--- src/hdl/demodModePkg.sv ---
// Mode codes, sample widths and the DAC sample word shared by the demodulator datapath
package demodModePkg;

    //******************************
    // Demodulator modes
    //******************************
    typedef logic [4:0] demodMode_t;

    localparam demodMode_t MODE_FM     = 5'd0;
    localparam demodMode_t MODE_AQPSK  = 5'd2;
    localparam demodMode_t MODE_AUQPSK = 5'd3;
    localparam demodMode_t MODE_2FSK   = 5'd5;
    localparam demodMode_t MODE_MULTIH = 5'd16;

    //******************************
    // Sample and DAC widths
    //******************************
    localparam int SAMPLE_WIDTH = 18;
    localparam int DAC_WIDTH    = 14;
    localparam int DAC_DROP     = 4;
    localparam int NUM_DACS     = 3;

    typedef logic signed [SAMPLE_WIDTH-1:0] sample_t;
    typedef logic [DAC_WIDTH-1:0] dac_t;

    // Same 18-bit word, seen as a sample or as DAC code plus discarded LSBs
    typedef union packed {
        logic signed [SAMPLE_WIDTH-1:0] raw;
        struct packed {
            logic [DAC_WIDTH-1:0] dacCode;
            logic [DAC_DROP-1:0]  dropBits;
        } fields;
    } dacSample_u;

endpackage

--- src/hdl/demodRegMapPkg.sv ---
// Host register map of the demodulator control block, with its identification constants
package demodRegMapPkg;

    //******************************
    // Bus widths
    //******************************
    localparam int REG_ADDR_WIDTH  = 12;
    localparam int REG_DATA_WIDTH  = 32;
    localparam int BOOT_ADDR_WIDTH = 24;

    typedef logic [REG_ADDR_WIDTH-1:0] regAddr_t;
    typedef logic [REG_DATA_WIDTH-1:0] regData_t;

    //******************************
    // Register offsets
    //******************************
    // Word aligned offsets with the misc space at zero
    localparam regAddr_t MISC_RESET   = 12'h000;
    localparam regAddr_t MISC_VERSION = 12'h004;
    localparam regAddr_t MISC_CLOCK   = 12'h008;
    localparam regAddr_t MISC_TYPE    = 12'h00C;
    localparam regAddr_t REBOOT_ADDR  = 12'h010;
    localparam regAddr_t DEMOD_MODE   = 12'h014;

    // Identification words
    localparam logic [15:0] VER_NUMBER = 16'd431;
    localparam logic [15:0] IMAGE_TYPE = 16'h0102;

endpackage

--- src/hdl/dacOutputMux.sv ---
// Selects the source of each DAC channel and holds the 14-bit code between syncs
module dacOutputMux (
    input  logic                      clk,
    input  logic                      clockCounterEn,
    input  demodModePkg::demodMode_t  demodMode,
    input  logic                      demod0Sync,
    input  logic                      demod1Sync,
    input  logic                      demod2Sync,
    input  demodModePkg::sample_t     demod0Out,
    input  demodModePkg::sample_t     demod1Out,
    input  demodModePkg::sample_t     demod2Out,
    input  logic                      multihDac0En,
    input  logic                      multihDac1En,
    input  logic                      multihDac2En,
    input  logic                      multihDac0Sync,
    input  logic                      multihDac1Sync,
    input  logic                      multihDac2Sync,
    input  demodModePkg::sample_t     multihDac0Data,
    input  demodModePkg::sample_t     multihDac1Data,
    input  demodModePkg::sample_t     multihDac2Data,
    output logic                      dac0Sync,
    output logic                      dac1Sync,
    output logic                      dac2Sync,
    output demodModePkg::dac_t        dac0Data,
    output demodModePkg::dac_t        dac1Data,
    output demodModePkg::dac_t        dac2Data
);

    import demodModePkg::*;

    logic                multihMode;
    logic [NUM_DACS-1:0] demodSync;
    logic [NUM_DACS-1:0] multihEn;
    logic [NUM_DACS-1:0] multihSync;
    logic [NUM_DACS-1:0] selSync;
    sample_t             demodData  [NUM_DACS];
    sample_t             multihData [NUM_DACS];
    dac_t                dacHold    [NUM_DACS];

    assign multihMode = (demodMode == MODE_MULTIH);

    // Gather the loose channel ports
    assign demodSync     = {demod2Sync, demod1Sync, demod0Sync};
    assign multihEn      = {multihDac2En, multihDac1En, multihDac0En};
    assign multihSync    = {multihDac2Sync, multihDac1Sync, multihDac0Sync};
    assign demodData[0]  = demod0Out;
    assign demodData[1]  = demod1Out;
    assign demodData[2]  = demod2Out;
    assign multihData[0] = multihDac0Data;
    assign multihData[1] = multihDac1Data;
    assign multihData[2] = multihDac2Data;

    //******************************
    // Per-channel select and hold
    //******************************
    for (genvar k = 0; k < NUM_DACS; k++) begin : channel
        logic       useMultih;
        dacSample_u selSample;

        assign useMultih = multihEn[k] && multihMode;

        always_ff @(posedge clk) begin
            selSample.raw <= useMultih ? multihData[k] : demodData[k];
        end

        always_ff @(posedge clk or posedge clockCounterEn) begin
            if (clockCounterEn) begin
                selSync[k] <= 1'b0;
                dacHold[k] <= '0;
            end else begin
                selSync[k] <= useMultih ? multihSync[k] : demodSync[k];
                // Low bits fall away here
                if (selSync[k]) begin
                    dacHold[k] <= selSample.fields.dacCode;
                end
            end
        end
    end

    assign dac0Sync = selSync[0];
    assign dac1Sync = selSync[1];
    assign dac2Sync = selSync[2];
    assign dac0Data = dacHold[0];
    assign dac1Data = dacHold[1];
    assign dac2Data = dacHold[2];

endmodule

--- src/hdl/demodApbRegs.sv ---
// APB register slave for mode, clock counter, reboot address and image identification
module demodApbRegs (
    input  logic                                          clk,
    input  logic                                          clockCounterEn,
    input  logic                                          psel,
    input  logic                                          penable,
    input  logic                                          pwrite,
    input  demodRegMapPkg::regAddr_t                      paddr,
    input  demodRegMapPkg::regData_t                      pwdata,
    output demodRegMapPkg::regData_t                      prdata,
    output logic                                          pready,
    output logic                                          pslverr,
    output demodModePkg::demodMode_t                      demodMode,
    output logic [demodRegMapPkg::BOOT_ADDR_WIDTH-1:0]    rebootAddr,
    output logic                                          rebootPulse
);

    import demodModePkg::*;
    import demodRegMapPkg::*;

    logic     setupPhase;
    logic     accessPhase;
    logic     wrEn;
    logic     rdEn;
    logic     addrHit;
    regData_t clockCounter;
    regData_t clockHold;

    //******************************
    // Bus phases and decode
    //******************************
    assign setupPhase  = psel & ~penable;
    assign accessPhase = psel & penable;

    // Unmapped offsets never write
    assign wrEn = accessPhase & pwrite & addrHit;
    assign rdEn = accessPhase & ~pwrite;

    always_comb begin
        case (paddr)
            MISC_RESET, MISC_VERSION, MISC_CLOCK,
            MISC_TYPE, REBOOT_ADDR, DEMOD_MODE: addrHit = 1'b1;
            default:                            addrHit = 1'b0;
        endcase
    end

    // Zero-wait slave
    assign pready  = 1'b1;
    assign pslverr = accessPhase & ~addrHit;

    //******************************
    // Registers
    //******************************
    always_ff @(posedge clk or posedge clockCounterEn) begin
        if (clockCounterEn) begin
            demodMode    <= MODE_FM;
            rebootAddr   <= '0;
            rebootPulse  <= 1'b0;
            clockCounter <= '0;
            clockHold    <= '0;
        end else begin
            rebootPulse <= wrEn && (paddr == REBOOT_ADDR);
            if (wrEn && (paddr == DEMOD_MODE)) begin
                demodMode <= pwdata[$bits(demodMode_t)-1:0];
            end
            if (wrEn && (paddr == REBOOT_ADDR)) begin
                rebootAddr <= pwdata[BOOT_ADDR_WIDTH-1:0];
            end
            // Restart reads zero in the cycle after the access
            if (wrEn && (paddr == MISC_CLOCK)) begin
                clockCounter <= '0;
            end else begin
                clockCounter <= clockCounter + 1'b1;
            end
            // Sample on the setup cycle so the access returns a stable value
            if (setupPhase && !pwrite && (paddr == MISC_CLOCK)) begin
                clockHold <= clockCounter;
            end
        end
    end

    //******************************
    // Read mux
    //******************************
    always_comb begin
        prdata = '0;
        if (rdEn) begin
            case (paddr)
                MISC_VERSION: prdata = {VER_NUMBER, 16'h0000};
                MISC_CLOCK:   prdata = clockHold;
                MISC_TYPE:    prdata = {16'h0000, IMAGE_TYPE};
                REBOOT_ADDR:  prdata = regData_t'(rebootAddr);
                DEMOD_MODE:   prdata = regData_t'(demodMode);
                default:      prdata = '0;
            endcase
        end
    end

    //******************************
    // Protocol checks
    //******************************
    // Single access cycle per transfer since pready never drops
    penableAfterSetup: assert property (
        @(posedge clk) disable iff (clockCounterEn)
        penable |-> $past(psel && !penable)
    );

    rebootPulseSingle: assert property (
        @(posedge clk) disable iff (clockCounterEn)
        rebootPulse |=> !rebootPulse
    );

endmodule

--- src/hdl/legacyDemodTop.sv ---
// Demodulator output and control top level, joining host registers, symbol routing and DACs
module legacyDemodTop (
    input  logic                                          clk,
    input  logic                                          clockCounterEn,
    // APB host port
    input  logic                                          psel,
    input  logic                                          penable,
    input  logic                                          pwrite,
    input  demodRegMapPkg::regAddr_t                      paddr,
    input  demodRegMapPkg::regData_t                      pwdata,
    output demodRegMapPkg::regData_t                      prdata,
    output logic                                          pready,
    output logic                                          pslverr,
    output demodModePkg::demodMode_t                      demodMode,
    output logic [demodRegMapPkg::BOOT_ADDR_WIDTH-1:0]    rebootAddr,
    output logic                                          rebootPulse,
    // Legacy demodulator symbols
    input  logic                                          trellisSymSync,
    input  logic                                          iSym2xEn,
    input  logic                                          iSymEn,
    input  logic                                          iBit,
    input  logic                                          qBit,
    input  logic                                          auBit,
    input  logic                                          carrierLock,
    input  demodModePkg::sample_t                         iSymData,
    input  demodModePkg::sample_t                         qSymData,
    // Multi-h loop symbols
    input  logic                                          multihLoopEn,
    input  logic                                          multihLoop2xEn,
    input  logic                                          multihDemodLock,
    input  demodModePkg::sample_t                         iMultihLoop,
    input  demodModePkg::sample_t                         qMultihLoop,
    output logic                                          trellisSymEn,
    output logic                                          trellisSym2xEn,
    output demodModePkg::sample_t                         iTrellis,
    output demodModePkg::sample_t                         qTrellis,
    output logic                                          iData,
    output logic                                          qData,
    output logic                                          dataSymEn,
    output logic                                          dataSym2xEn,
    output logic                                          legacyBit,
    output logic                                          demodNLock,
    // DAC sources and pins
    input  logic                                          demod0Sync,
    input  logic                                          demod1Sync,
    input  logic                                          demod2Sync,
    input  demodModePkg::sample_t                         demod0Out,
    input  demodModePkg::sample_t                         demod1Out,
    input  demodModePkg::sample_t                         demod2Out,
    input  logic                                          multihDac0En,
    input  logic                                          multihDac1En,
    input  logic                                          multihDac2En,
    input  logic                                          multihDac0Sync,
    input  logic                                          multihDac1Sync,
    input  logic                                          multihDac2Sync,
    input  demodModePkg::sample_t                         multihDac0Data,
    input  demodModePkg::sample_t                         multihDac1Data,
    input  demodModePkg::sample_t                         multihDac2Data,
    output logic                                          dac0Sync,
    output logic                                          dac1Sync,
    output logic                                          dac2Sync,
    output demodModePkg::dac_t                            dac0Data,
    output demodModePkg::dac_t                            dac1Data,
    output demodModePkg::dac_t                            dac2Data
);

    //******************************
    // Host registers
    //******************************
    demodApbRegs demodApbRegs_inst (.*);

    //******************************
    // Symbol outputs
    //******************************
    symbolRouter symbolRouter_inst (.*);

    //******************************
    // DAC outputs
    //******************************
    // Mode register feeds both datapath blocks directly
    dacOutputMux dacOutputMux_inst (.*);

endmodule

--- src/hdl/symbolRouter.sv ---
// Routes trellis symbols and serial data bits from the legacy demodulator or the multi-h loop
module symbolRouter (
    input  logic                      clk,
    input  logic                      clockCounterEn,
    input  demodModePkg::demodMode_t  demodMode,
    input  logic                      trellisSymSync,
    input  logic                      iSym2xEn,
    input  logic                      iSymEn,
    input  logic                      iBit,
    input  logic                      qBit,
    input  logic                      auBit,
    input  logic                      carrierLock,
    input  demodModePkg::sample_t     iSymData,
    input  demodModePkg::sample_t     qSymData,
    input  logic                      multihLoopEn,
    input  logic                      multihLoop2xEn,
    input  logic                      multihDemodLock,
    input  demodModePkg::sample_t     iMultihLoop,
    input  demodModePkg::sample_t     qMultihLoop,
    output logic                      trellisSymEn,
    output logic                      trellisSym2xEn,
    output demodModePkg::sample_t     iTrellis,
    output demodModePkg::sample_t     qTrellis,
    output logic                      iData,
    output logic                      qData,
    output logic                      dataSymEn,
    output logic                      dataSym2xEn,
    output logic                      legacyBit,
    output logic                      demodNLock
);

    import demodModePkg::*;

    logic multihMode;
    logic fmModes;
    logic aModes;

    assign multihMode = (demodMode == MODE_MULTIH);
    assign fmModes    = (demodMode == MODE_FM) || (demodMode == MODE_2FSK);
    assign aModes     = (demodMode == MODE_AQPSK) || (demodMode == MODE_AUQPSK);

    // Lock follows whichever source owns the trellis outputs
    assign demodNLock = multihMode ? ~multihDemodLock : ~carrierLock;

    //******************************
    // Enables
    //******************************
    always_ff @(posedge clk or posedge clockCounterEn) begin
        if (clockCounterEn) begin
            trellisSymEn   <= 1'b0;
            trellisSym2xEn <= 1'b0;
            dataSymEn      <= 1'b0;
            dataSym2xEn    <= 1'b0;
        end else begin
            trellisSymEn   <= multihMode ? multihLoopEn : trellisSymSync;
            trellisSym2xEn <= multihMode ? multihLoop2xEn : iSym2xEn;
            dataSymEn      <= iSymEn;
            dataSym2xEn    <= iSym2xEn;
        end
    end

    //******************************
    // Samples and bits
    //******************************
    always_ff @(posedge clk) begin
        iTrellis  <= multihMode ? iMultihLoop : iSymData;
        qTrellis  <= multihMode ? qMultihLoop : qSymData;
        // FM discriminator output has the opposite bit sense
        iData     <= fmModes ? ~iBit : iBit;
        qData     <= aModes ? auBit : qBit;
        legacyBit <= iBit;
    end

endmodule

--- config.mk ---
export PLATFORM = sky130hd
export DESIGN_NAME = legacyDemodTop
export DESIGN_NICKNAME = d
export VERILOG_FILES = /design/src/hdl/demodModePkg.sv /design/src/hdl/demodRegMapPkg.sv /design/src/hdl/dacOutputMux.sv /design/src/hdl/demodApbRegs.sv /design/src/hdl/legacyDemodTop.sv /design/src/hdl/symbolRouter.sv
export SDC_FILE = /design/constraint.sdc
export NUM_CORES = 1
export LEC_CHECK = 0
export BUFFER_PORTS_ARGS = -buffer_cell sky130_fd_sc_hd__buf_2
export CAP_MARGIN = 40
export CORE_ASPECT_RATIO = 0.9
export CORE_MARGIN = 1
export CORE_UTILIZATION = 36
export CTS_BUF_LIST = sky130_fd_sc_hd__clkbuf_8 sky130_fd_sc_hd__clkbuf_16
export CTS_CLUSTER_DIAMETER = 80
export DETAILED_ROUTE_END_ITERATION = 10
export PLACE_DENSITY_LB_ADDON = 0.12
export SETUP_SLACK_MARGIN = 0.3
export SYNTH_ARGS = -nofsm -noshare
export SYNTH_HDL_FRONTEND = slang
export SYNTH_SLANG_ARGS = --single-unit
--- constraint.sdc ---
create_clock -name clk -period 6.6 [get_ports clk]
set_clock_uncertainty 0.15 [all_clocks]
set_input_delay 0.99 -clock clk [delete_from_list [all_inputs] [get_ports clk]]
set_output_delay 0.99 -clock clk [all_outputs]
set_load 0.03 [all_outputs]
# --- Word level (Yosys, flattened, before mapping) ---
# Cells that the tools add are included.
# W data, S select, Z words.
classes:
  n_addsub: 1
  n_bitwise: 12
  reduce_logical: 14
  n_eq_ne: 9
  muxes: 17
op_table:
  columns: ["cell", "count"]
  rows:
  - ["$pmux W32 S5", 1]
  - ["$mux W18", 5]
  - ["$mux W32", 2]
  - ["$add A32 B1 Y32 const B", 1]
  - ["$eq A12 B4 Y1 const B", 2]
  - ["$eq A12 B5 Y1 const B", 2]
  - ["$eq A12 B3 Y1 const B", 1]
  - ["$logic_not A12 Y1", 1]
  - ["$eq A5 B2 Y1 const B", 2]
  - ["$mux W1", 9]
  - ["$logic_and A1 B1 Y1", 8]
  - ["$and A1 B1 Y1", 6]
  - ["$not A1 Y1", 6]
  - ["$reduce_or A6 Y1", 1]
  - ["$eq A5 B3 Y1 const B", 1]
  - ["$eq A5 B5 Y1 const B", 1]
  - ["$logic_not A5 Y1", 1]
  - ["$logic_or A1 B1 Y1", 2]
  - ["$logic_not A1 Y1", 1]
word_totals:
  out_inout_bits: 153
  inputBits: 248
  reg_bits: 236

# --- Logic depth before layout (Yosys ltp) ---
# Gate-level depths: netlist of run 1.
depth:
  word_depth: 6
  depth_mapped: 7
  mapped_depth_nobuf: 5

# --- By module ---
# Synthesis of run 1 repeated with hierarchy kept, for this count alone.
unflattened:
  hier_cells: 710
  hier_area_um2: 9342.7
by_module_without_submodules:
  columns: ["mod", "cells_per_inst", "area_per_inst_um2", "n_inst", "seq_area_each_um2"]
  rows:
  - ["demodApbRegs", 428, 4755.8, 1, 2352.3]
  - ["dacOutputMux", 188, 3144.3, 1, 1966.9]
  - ["symbolRouter", 94, 1442.6, 1, 880.8]

# --- Least setup slack after synthesis of run 1 ---
# No wires, ideal clock.
synth_path:
  path_kind: "input-to-output"
  from: "in paddr[0]"
  to: "out prdata[16]"
  slack_ps: 2541
  arrival_time_ps: 2919
  n_path_buf: 2
  path_stages: 6
  path_cell_list: "or4_1 buf_2 nor4b_1 buf_2 a221oi_1 nor2_1"
synth_via:
  elab_chain_len: 3
synth_rtl:
  columns: ["element", "line_no", "source"]
  rows:
  - ["from (decl)", "legacyDemodTop.sv:9", "input demodRegMapPkg::regAddr_t paddr,"]
  - ["$eq A12 B5 Y1 (tied with other cells)", "demodApbRegs.sv:88", "case (paddr)"]
  - ["$pmux W32 S5 (*)", "demodApbRegs.sv:88", null]
  - ["$mux W32 (*)", "demodApbRegs.sv:87", "if (rdEn) begin"]
  - ["to (decl)", "legacyDemodTop.sv:11", "output demodRegMapPkg::regData_t prdata,"]
# Mark *: on every way between the ends. The rest lies on a longest branch, timed or not.

# --- Final worst setup path of run 1 ---
layout_path:
  from: "in paddr[0]"
  to: "out prdata[4]"
# Same word-level chain as after synthesis.

==> results of run 1 <==
## layer usage
metal | track usage [%] | vias to the layer above
met4 | 5.15 | 0
met2 | 32.1 | 226
met1 | 23.0 | 3281
li1 | - | 3237
met5 | 0 | -
met3 | 3.54 | 32
## report_power, final
group          internal (W)  total (W)  switching [W]
logic              0.000128   0.000299       0.000171
registers           0.00143    0.00149      0.0000539
clock network      0.000753    0.00129       0.000533
## worst min-delay path by stage
stage | depth (start not counted) | end | slack (ns) | from
after global placement | 1 | dacOutputMux_inst.dac2Data[6] | 0.29 | dacOutputMux_inst.channel[2].selSample[10]
after global routing | 1 | dacOutputMux_inst.dac2Data[11] | 0.32 | dacOutputMux_inst.channel[2].selSample[15]
after detailed placement | 1 | dacOutputMux_inst.dac2Data[13] | 0.30 | dacOutputMux_inst.channel[2].selSample[17]
after floorplan | 1 | dacOutputMux_inst.dac0Data[0] | 0.29 | dacOutputMux_inst.channel[0].selSample[4]
after CTS | 1 | dacOutputMux_inst.dac1Data[13] | 0.30 | dacOutputMux_inst.channel[1].selSample[17]
final | 1 | dacOutputMux_inst.dac1Data[13] | 0.29 | dacOutputMux_inst.channel[1].selSample[17]
## cell families (layout without fill, tap and decap cells)
logic type      Yosys count  count (layout)  share of synthesized area (%)
xor+xnor                 17              17                           1.66
flops                   224             224                           57.9
other cells               1               2                         0.0418
simple gates            149             149                           9.35
mux                     191             191                           23.9
buf+inv                  41             428                           2.29
compound gates           62              62                           4.71
fa+ha+maj                 1               1                          0.139
## through the flow
step	cell area [um^2]	power, W
4_1_cts	11900	0.00312
2_1_floorplan	8980	0.00168
6_report	11900	0.00307
3_5_place_dp	11200	0.00182
5_1_grt	11900	0.00321
3_3_place_gp	11100	0.00181
## placed cells by master (no fill, tap or decap), types with 2 or more instances in the layout
master | netlist | routed
clkinv_2 | 0 | 4
nor3_1 | 6 | 6
nor2_1 | 41 | 41
xnor2_1 | 8 | 8
o31ai_1 | 8 | 8
nor3b_1 | 3 | 3
and3_1 | 3 | 3
inv_6 | 0 | 2
a2bb2oi_1 | 4 | 4
nand3_1 | 12 | 12
inv_1 | 7 | 15
or4_1 | 12 | 12
buf_4 | 6 | 8
or3_1 | 4 | 4
buf_2 | 5 | 367
clkbuf_16 | 0 | 25
dfxtp_1 | 81 | 81
o21ai_0 | 8 | 8
nand4_1 | 14 | 14
a21oi_1 | 15 | 15
a221oi_1 | 6 | 6
mux2_1 | 24 | 24
xor2_1 | 9 | 9
mux2_2 | 163 | 163
a22oi_1 | 16 | 16
nor2b_1 | 3 | 3
mux2i_1 | 4 | 4
clkbuf_8 | 0 | 6
dfrtp_1 | 143 | 143
nor4_2 | 0 | 2
nand2_1 | 16 | 16
a21o_1 | 4 | 4
nor4_1 | 11 | 9
and2_1 | 10 | 9
and4_1 | 6 | 6
## flip-flops by register name (all words and copies together), names as in the netlist
| name | cells |
|---|---|
| dacOutputMux_inst.channel.selSample | 42 |
| dacOutputMux_inst.dac0Data | 14 |
| dacOutputMux_inst.dac0Sync | 1 |
| dacOutputMux_inst.dac1Data | 14 |
| dacOutputMux_inst.dac1Sync | 1 |
| dacOutputMux_inst.dac2Data | 14 |
| dacOutputMux_inst.dac2Sync | 1 |
| demodApbRegs_inst.clockCounter | 32 |
| demodApbRegs_inst.clockHold | 32 |
| demodApbRegs_inst.demodMode | 5 |
| demodApbRegs_inst.rebootAddr | 24 |
| demodApbRegs_inst.rebootPulse | 1 |
| symbolRouter_inst.dataSym2xEn | 1 |
| symbolRouter_inst.dataSymEn | 1 |
| symbolRouter_inst.iData | 1 |
| symbolRouter_inst.iTrellis | 18 |
| symbolRouter_inst.legacyBit | 1 |
| symbolRouter_inst.qData | 1 |
| symbolRouter_inst.qTrellis | 18 |
| symbolRouter_inst.trellisSym2xEn | 1 |
| symbolRouter_inst.trellisSymEn | 1 |
## cell type report
type                            count  area share (%)
Tap cell                          336            3.52
Inverter                            7           0.262
Sequential cell                   224            43.6
Timing Repair Buffer              376            16.0
Clock buffer                       31            5.94
Antenna cell                        1          0.0210
Multi-Input combinational cell    421            30.1
Clock inverter                     14           0.525
==> impl_metrics.yaml, run 1 <==
outcome:
  outcome: "complete, no violations"
finish:
  multi_input_area_um2: 3590
  area_growth_pct: 32.8
  regArea_um2: 5200
  nets: 1304
  nFillCells: 2284
  drive_gt1_share_pct: 54.5
  final_util_pct: 48.9
  stdcell_count: 1410
logic_synthesis:
  yosys-top-cells-area: "dfrtp_1 40%, mux2_2 20%, dfxtp_1 18%"
  synth_top_area_share_pct: 39.9
  synthDistinctLibCells: 43
  yosysWarnings: 0
  ys_seq_area_share_pct: 57.9
  ys.flop_type: "dfrtp_1"
  synthArstFlopShare_pct: 63.8
  synth_top_area_cell: "dfrtp_1"
  synth_common_cells: "163 x mux2_2, 143 x dfrtp_1, 81 x dfxtp_1, 41 x nor2_1, 24 x mux2_1"
  avgSynthCellArea_um2: 13.1
  syn_inst: 686
  syn_area_um2: 8980
  yosysMostFrequentCell: "mux2_2"
  synth_edf_count: 0
  ys_ff_latch: 224
  postSynthNetCount: 935
pwr:
  powerDensity_nw_per_um2: 258
  peakVddDrop_uv: 158
  leakage_nw: 5.77
flow_run:
  cap_violations: 0
worst_setup_path:
  rrSetupSlack_ns: 3.90
  cp.required_ns: 5.46
  critPathCaptureType: "output port"
  cp_slowest_stage_delay_ns: 0.71
  r2r_start: "demodApbRegs_inst.demodMode[3]"
  cp_cell_sequence: "buf_2 > or4_1 > nor3_1 > nand3_1 > buf_4 > nor2_1 > buf_2"
  reg2reg_depth: 5
  crit_family: "simple AND/OR/NAND/NOR gates"
  timing.rr.end: "dacOutputMux_inst.channel[0].selSample[6]"
  path_depth: 7
  startpoint: "paddr[0]"
  crit_end: "prdata[4]"
  startpoint_type: "primary input"
  cp.buffers_inverters: 3
  crit_slowest_cell: "or4_1"
  path_class: "in2out"
  path_common_cell: "buf_2"
  critPathMaxFanout: 25
  worst_ep_arrival_time_ns: 3.14
global_routing:
  overflow: 0
  grt_max_degree: 83
  grt_usage_pct: 18.4
  grt_pass1_vias: 6830
  antenna_found_initial: 1
  grt_first_pass_wirelength_mm: 37.4
clock_network:
  clk_latency_ns: 0.51
  clockBufferDepth: 3
  htreeDepth: 1
  clk_pin_slew_ns: 0.06
  cts_buffers: 25
  cts_tree: "built"
  postCtsSetupBuffers: 0
  numClockSinks: 224
  ctsResizeCount: 0
  hold_buffers: 0
  cts-root-buf: "clkbuf_16"
detailed_routing:
  dr.pass1.iters: 4
  via_per_inst: 4.81
  wire_per_inst_um: 16.6
  drt-met1-wl_mm: 9.76
  dr_wl_met2_mm: 11.8
  route.detailed.drc: 0
  routed.top_layer: "met4"
  ant_nets: 0
  drt_first_iter_violations: 371
  dr_wl_met3_mm: 1.29
  vias: 6776
  wl_mm: 23.4
timing:
  rsz0062_at_grt: "false"
  worst_slew_pin_slew_ns: 0.788
  drv_slew: 0
  slew_headroom_pct: 47.5
  max_freq_ghz: 0.233
  timing.final.ws_setup_ns: 2.32
  finalHoldWorstSlack_ns: 0.295
  setup-tns-final_ns: 0
  period_share_pct: 64.9
  setup_violations: 0
  hold_viol_final: 0
  fin_crit_ns: 4.28
placed_design:
  place.gp.congestion: 0.787
  dp_cells: 1364
  pre_cts_slack_ns: 2.33
  dp_hpwl_mm: 17.1
  portBuffers: 367
min_path:
  hold_path_class: "reg2reg"
floorplanning:
  die_area_um2: 25600
  fp.dieW_um: 168
  core_area_um2: 24400
  start_util_pct: 36.8
  rows: 54
  ios: 401
  die_y_um: 152
No activity file was read; power rests on OpenSTA's default activity.
==> run 2, diff against run 1 <==
==> constraint.sdc (replaced) <==
create_clock -name clk -period 4.2 [get_ports clk]
set_clock_uncertainty 0.15 [all_clocks]
set_input_delay 0.63 -clock clk [delete_from_list [all_inputs] [get_ports clk]]
set_output_delay 0.63 -clock clk [all_outputs]
set_load 0.03 [all_outputs]
==> run 2 against run 1 <==
Effect of this change:
- combinational power grew 57%
- final cell count is 0.21% higher
- first-iteration DRC count is 8.9% higher
- largest cell class unchanged
- largest power group unchanged
- highest routed layer is now met5
==> impl_metrics.yaml, run 2 (synthesized netlist as in run 1, its figures left out) <==
worst_setup_path:
  cp_cell_sequence: "buf_2 > or4_1 > or4b_4 > nor3_2 > and2_1 > buf_2"
  startpoint_type: "primary input"
  cp.required_ns: 3.42
  path_common_cell: "buf_2"
  critPathMaxFanout: 7
  reg2reg_depth: 5
  r2r_start: "demodApbRegs_inst.demodMode[3]"
  critPathCaptureType: "output port"
  startpoint: "paddr[0]"
  path_class: "in2out"
  cp_slowest_stage_delay_ns: 0.70
  crit_slowest_cell: "or4_1"
  worst_ep_arrival_time_ns: 2.74
pwr:
  swShare_pct: 24.2
  intPower_w: 0.00375
  peakVddDrop_uv: 266
  leakage_nw: 5.80
  switchingPower_w: 0.00120
  powerDensity_nw_per_um2: 413
  seq_power_share_pct: 47.2
  combinationalPowerShare_pct: 9.5
  p_total_w: 0.00495
  p_clk_share_pct: 43.3
global_routing:
  grt_max_degree: 114
  grt_first_pass_wirelength_mm: 37.3
  grt_pass1_vias: 7018
  grt_usage_pct: 18.1
  antenna_found_initial: 2
  overflow: 0
timing:
  fin_crit_ns: 3.52
  rsz0062_at_grt: "false"
  setup_violations: 0
  period_share_pct: 83.7
  worst_slew_pin_slew_ns: 0.733
  max_freq_ghz: 0.284
  slew_headroom_pct: 51.0
  setup-tns-final_ns: 0
  hold_viol_final: 0
  drv_slew: 0
floorplanning:
  fp.dieW_um: 168
  die_area_um2: 25600
  rows: 54
  start_util_pct: 36.8
  core_area_um2: 24400
  ios: 401
  die_y_um: 152
detailed_routing:
  drt_first_iter_violations: 404
  route.detailed.drc: 0
  vias: 6796
  dr.pass1.iters: 6
  ant_nets: 0
  wire_per_inst_um: 16.2
  via_per_inst: 4.81
  wl_mm: 22.9
clock_network:
  clk_pin_slew_ns: 0.06
  clk_latency_ns: 0.51
  cts_buffers: 25
  cts-root-buf: "clkbuf_16"
  ctsResizeCount: 0
  postCtsSetupBuffers: 0
  numClockSinks: 224
  htreeDepth: 1
  clockBufferDepth: 3
  hold_buffers: 0
  cts_tree: "built"
outcome:
  outcome: "complete, no violations"
finish:
  largest_register: "dacOutputMux_inst.channel.selSample"
  area_growth_pct: 33.7
  multi_input_area_um2: 3590
  final_cell_mix: "367 x buf_2, 163 x mux2_2, 143 x dfrtp_1, 81 x dfxtp_1, 41 x nor2_1"
  largestRegisters: "dacOutputMux_inst.channel.selSample x42, demodApbRegs_inst.clockCounter x32, demodApbRegs_inst.clockHold x32"
  final_common_cell: "buf_2"
  nets: 1307
  largest_register_ffs: 42
  regArea_um2: 5200
  drive_gt1_share_pct: 54.7
  nFillCells: 2264
placed_design:
  place.gp.congestion: 0.809
  portBuffers: 367
  dp_hpwl_mm: 16.7
flow_run:
  cap_violations: 0
min_path:
  hold_path_class: "in2async"
## run 2: final cells by class
cell class                 count  area share, %
clock buffer                  33           6.22
tap                          336           3.50
timing repair buffer         379           16.2
multi-input combinational    421           29.9
clock inverter                12          0.636
antenna                        1         0.0208
sequential                   224           43.3
inverter                       7          0.250
## run 2: metal layers
| layer | vias to the layer above | routed length (um) | global-route usage, % | part of all wire, % |
|---|---|---|---|---|
| li1 | 3238 | - | - | - |
| met4 | 2 | 703 | 5.93 | 3.1 |
| met5 | - | 17 | 0 | 0.074 |
| met1 | 3286 | 9610 | 23.0 | 42 |
| met3 | 43 | 1360 | 3.80 | 5.9 |
| met2 | 227 | 11200 | 30.8 | 49 |
## run 2: critical path: cells and delay by family
family	cells	cell delay, ns
buffers and inverters	2	0.28
and+or+nand+nor	4	1.82
## run 2: worst paths after layout
kind | slack (ns) | endpoint
min in group clk | 0.08 | symbolRouter_inst.dataSymEn
hold / removal | 0.08 | dacOutputMux_inst.dac1Data[7]
max in group asynchronous | 2.80 | demodApbRegs_inst.clockHold[21]
setup reg to reg | 1.71 | dacOutputMux_inst.channel[0].selSample[14]
hold reg to reg | 0.30 | dacOutputMux_inst.dac0Data[5]
setup / recovery | 0.68 | prdata[31]
## run 2: power by group through the flow
stage	clock (W)	combinational [W]	sequential [W]
floorplan	0	0.000159	0.00248
global placement	0	0.000474	0.00238
detailed placement	0	0.000475	0.00238
CTS	0.00221	0.000477	0.00234
global route	0.00230	0.000509	0.00236
finish	0.00215	0.000468	0.00234
## run 2: through the flow
step / std cells / util (%) / hold WS [ns] / setup slack (ns) / instance area (um^2)
2_1_floorplan: 686 / - / 0.289 / 0.861 / 8980
3_3_place_gp: 1367 / 45.8 / 0.292 / 0.705 / 11200
3_5_place_dp: 1367 / 45.8 / 0.297 / 0.677 / 11200
4_1_cts: 1412 / 49.2 / 0.0525 / 0.678 / 12000
5_1_grt: 1413 / 49.2 / 0.0604 / 0.609 / 12000
6_report: 1413 / 49.2 / 0.0785 / 0.683 / 12000
==> run 3, diff against run 2 <==
--- a/config.mk
+++ b/config.mk
@@ -5,6 +5,7 @@
 export SDC_FILE = /design/constraint.sdc
 export NUM_CORES = 1
 export LEC_CHECK = 0
+export ABC_AREA = 1
 export BUFFER_PORTS_ARGS = -buffer_cell sky130_fd_sc_hd__buf_2
 export CAP_MARGIN = 40
 export CORE_ASPECT_RATIO = 0.9
==> constraint.sdc (replaced) <==
create_clock -name clk -period 3.1 [get_ports clk]
set_clock_uncertainty 0.15 [all_clocks]
set_input_delay 0.465 -clock clk [delete_from_list [all_inputs] [get_ports clk]]
set_output_delay 0.465 -clock clk [all_outputs]
set_load 0.03 [all_outputs]
==> run 3 against run 2 <==
Effect of this change:
- the flow now finishes with violations (negative hold slack)
- total power rose by 38%
- die area increased by 10%
- combinational power up 58%
- synthesized cell count increased by 45%
- worst hold slack worse by 0.10 ns
- routed wire length is 27% higher
- sequential power rose by 32%
==> impl_metrics.yaml, run 3 <==
outcome:
  outcome: "complete, but fails checks"
  failed_checks: "negative hold slack"
logic_synthesis:
  postSynthNetCount: 1247
  ys.flop_type: "dfrtp_1"
  synth_edf_count: 0
  synth.area.mux_share_pct: 15.5
  synthSimpleGateAreaFrac_pct: 18.4
  synth_top_area_share_pct: 36.0
  synth_compound_area_share_pct: 4.89
  synthXorXnorAreaFrac_pct: 1.76
  yosysMostFrequentCell: "nand2_1"
  avgSynthCellArea_um2: 9.95
  syn_inst: 998
  yosysWarnings: 0
  ys_seq_area_share_pct: 52.4
  yosys-top-cells-area: "dfrtp_1 36%, dfxtp_1 16%, mux2_2 11%"
  ys_ff_latch: 224
  synth_common_cells: "270 x nand2_1, 143 x dfrtp_1, 101 x inv_1, 94 x mux2_2, 81 x dfxtp_1"
  synthDistinctLibCells: 35
  syn_area_um2: 9930
  synth_top_family_by_area: "simple AND/OR/NAND/NOR gates"
  synthArstFlopShare_pct: 63.8
  synth_top_area_cell: "dfrtp_1"
  synthAdderAreaFrac_pct: 0.126
clock_network:
  cts-root-buf: "clkbuf_16"
  clk_pin_slew_ns: 0.06
  cts_buffers: 26
  cts_tree: "built"
  clockBufferDepth: 3
  clk_latency_ns: 0.52
  numClockSinks: 224
  htreeDepth: 1
pwr:
  seq_power_share_pct: 45.1
  leakage_nw: 7.23
  p_total_w: 0.00682
  swShare_pct: 24.5
  powerDensity_nw_per_um2: 483
  peakVddDrop_uv: 363
  p_clk_share_pct: 44.1
  intPower_w: 0.00515
  combinationalPowerShare_pct: 10.8
  switchingPower_w: 0.00167
global_routing:
  grt_first_pass_wirelength_mm: 45.9
  grt_pass1_vias: 8608
  antenna_found_initial: 1
  grt_max_degree: 144
  grt_usage_pct: 20.7
  overflow: 0
floorplanning:
  rows: 57
  fp.dieW_um: 177
  die_area_um2: 28300
  die_y_um: 160
  start_util_pct: 36.7
  core_area_um2: 27000
  ios: 401
finish:
  multi_input_area_um2: 4050
  area_growth_pct: 42.3
  largest_register_ffs: 42
  nets: 1735
  final_cell_mix: "366 x buf_2, 269 x nand2_1, 143 x dfrtp_1, 117 x dlygate4sd3_1, 104 x inv_1"
  drive_gt1_share_pct: 41.0
  largest_register: "dacOutputMux_inst.channel.selSample"
  final_common_cell: "buf_2"
  regArea_um2: 5200
  nFillCells: 2534
  largestRegisters: "dacOutputMux_inst.channel.selSample x42, demodApbRegs_inst.clockCounter x32, demodApbRegs_inst.clockHold x32"
timing:
  rsz0062_at_grt: "false"
  drv_slew: 0
  timing.final.ws_setup_ns: 0.423
  slew_headroom_pct: 45.8
  max_freq_ghz: 0.374
  fin_crit_ns: 2.68
  setup-tns-final_ns: 0
  hold_viol_final: 5
  setup_violations: 0
  period_share_pct: 86.4
  finalHoldWorstSlack_ns: -0.0240
  worst_slew_pin_slew_ns: 0.813
worst_setup_path:
  critPathMaxFanout: 12
  cp.required_ns: 2.48
  startpoint_type: "flop"
  path_class: "reg2out"
  worst_ep_arrival_time_ns: 2.06
  critPathCaptureType: "output port"
placed_design:
  dp_hpwl_mm: 21.1
  place.gp.congestion: 0.850
  pre_cts_slack_ns: 0.383
  portBuffers: 367
detailed_routing:
  dr.pass1.iters: 4
  via_per_inst: 4.48
  drt_first_iter_violations: 323
  route.detailed.drc: 0
  wl_mm: 29.1
  ant_nets: 0
  vias: 8328
  wire_per_inst_um: 15.6
flow_run:
  cap_violations: 0
min_path:
  hold_path_class: "in2async"
[run 3: changes by cell type in the layout (fill, tap and decap cells not counted), sizes merged, moves of 12 or more]
cell and change:
or4 -12, nand4 +18, nand3 +13, dlygate4sd3 +117
inv +94, a22oi -16, o21ai +31, nand2 +261
nor2 +39, mux2 -61
[run 3: power by group through the flow]
stage          Clock (W)  Sequential, W  Combinational (W)
2_1_floorplan          0        0.00330           0.000172
3_3_place_gp           0        0.00313           0.000628
3_5_place_dp           0        0.00313           0.000631
4_1_cts          0.00310        0.00308           0.000743
5_1_grt          0.00322        0.00309           0.000793
6_report         0.00301        0.00308           0.000738
[run 3: path summary, 6_finish.rpt]
path | end | cells past startpoint | from | slack, ns
hold / removal | dacOutputMux_inst.dac2Data[7] | 3 | clockCounterEn | -0.02
setup reg to reg | symbolRouter_inst.iTrellis[11] | 6 | demodApbRegs_inst.demodMode[3] | 0.48
hold reg to reg | dacOutputMux_inst.dac2Data[12] | 1 | dacOutputMux_inst.channel[2].selSample[16] | 0.31
setup / recovery | demodNLock | 5 | demodApbRegs_inst.demodMode[3] | 0.42
max in group asynchronous | demodApbRegs_inst.clockCounter[15] | 3 | clockCounterEn | 2.19
min in group clk | symbolRouter_inst.qTrellis[14] | 2 | qMultihLoop[14] | 0.02
[run 3: cells by family after synthesis]
family,after synthesis
DFF,224
and+or+nand+nor,421
AOI/OAI and AO/OA,64
muxes,127
adders and majority gates,1
buffers and inverters,140
other,1
xor gates and xnor gates,20
[run 3: what timing repair did]
item | CTS | global route
hold buffers | 117 | 0
endpoints found under the setup margin | 0 | 14
gates resized for setup | 0 | 5
buffers inserted | 0 | 0
hold endpoints to repair | 71 | 0
[run 3: metrics by stage]
stage,instance area (um^2),std cells,util (%)
finish,14100,1861,52.3
global route,14100,1860,52.3
CTS,14100,1859,52.1
detailed placement,12100,1694,44.6
global placement,12100,1694,44.6
floorplan,9930,998,-
[run 3: critical path: stages (launching register included)]
cell and delay [ns]:
dfrtp_1 0.44, nor2_2 0.16, nand3_2 0.14, nor2_8 0.36, mux2i_1 0.23, buf_2 0.21
[run 3: layout make-up]
type	instances	area share [%]
Sequential cell	224	36.8
Multi-Input combinational cell	634	28.6
Timing Repair Buffer	497	22.5
Clock buffer	31	5.17
Tap cell	354	3.13
Inverter	103	2.83
Clock inverter	17	0.938
Antenna cell	1	0.0177
[run 3: metal layers]
| metal | up-vias | share of wire [%] | track usage [%] |
|---|---|---|---|
| met5 | - | 0 | 0 |
| met4 | 0 | 2.6 | 5.64 |
| met3 | 48 | 7.8 | 5.75 |
| met2 | 281 | 47 | 34.1 |
| met1 | 3828 | 43 | 26.6 |
| li1 | 4171 | - | - |
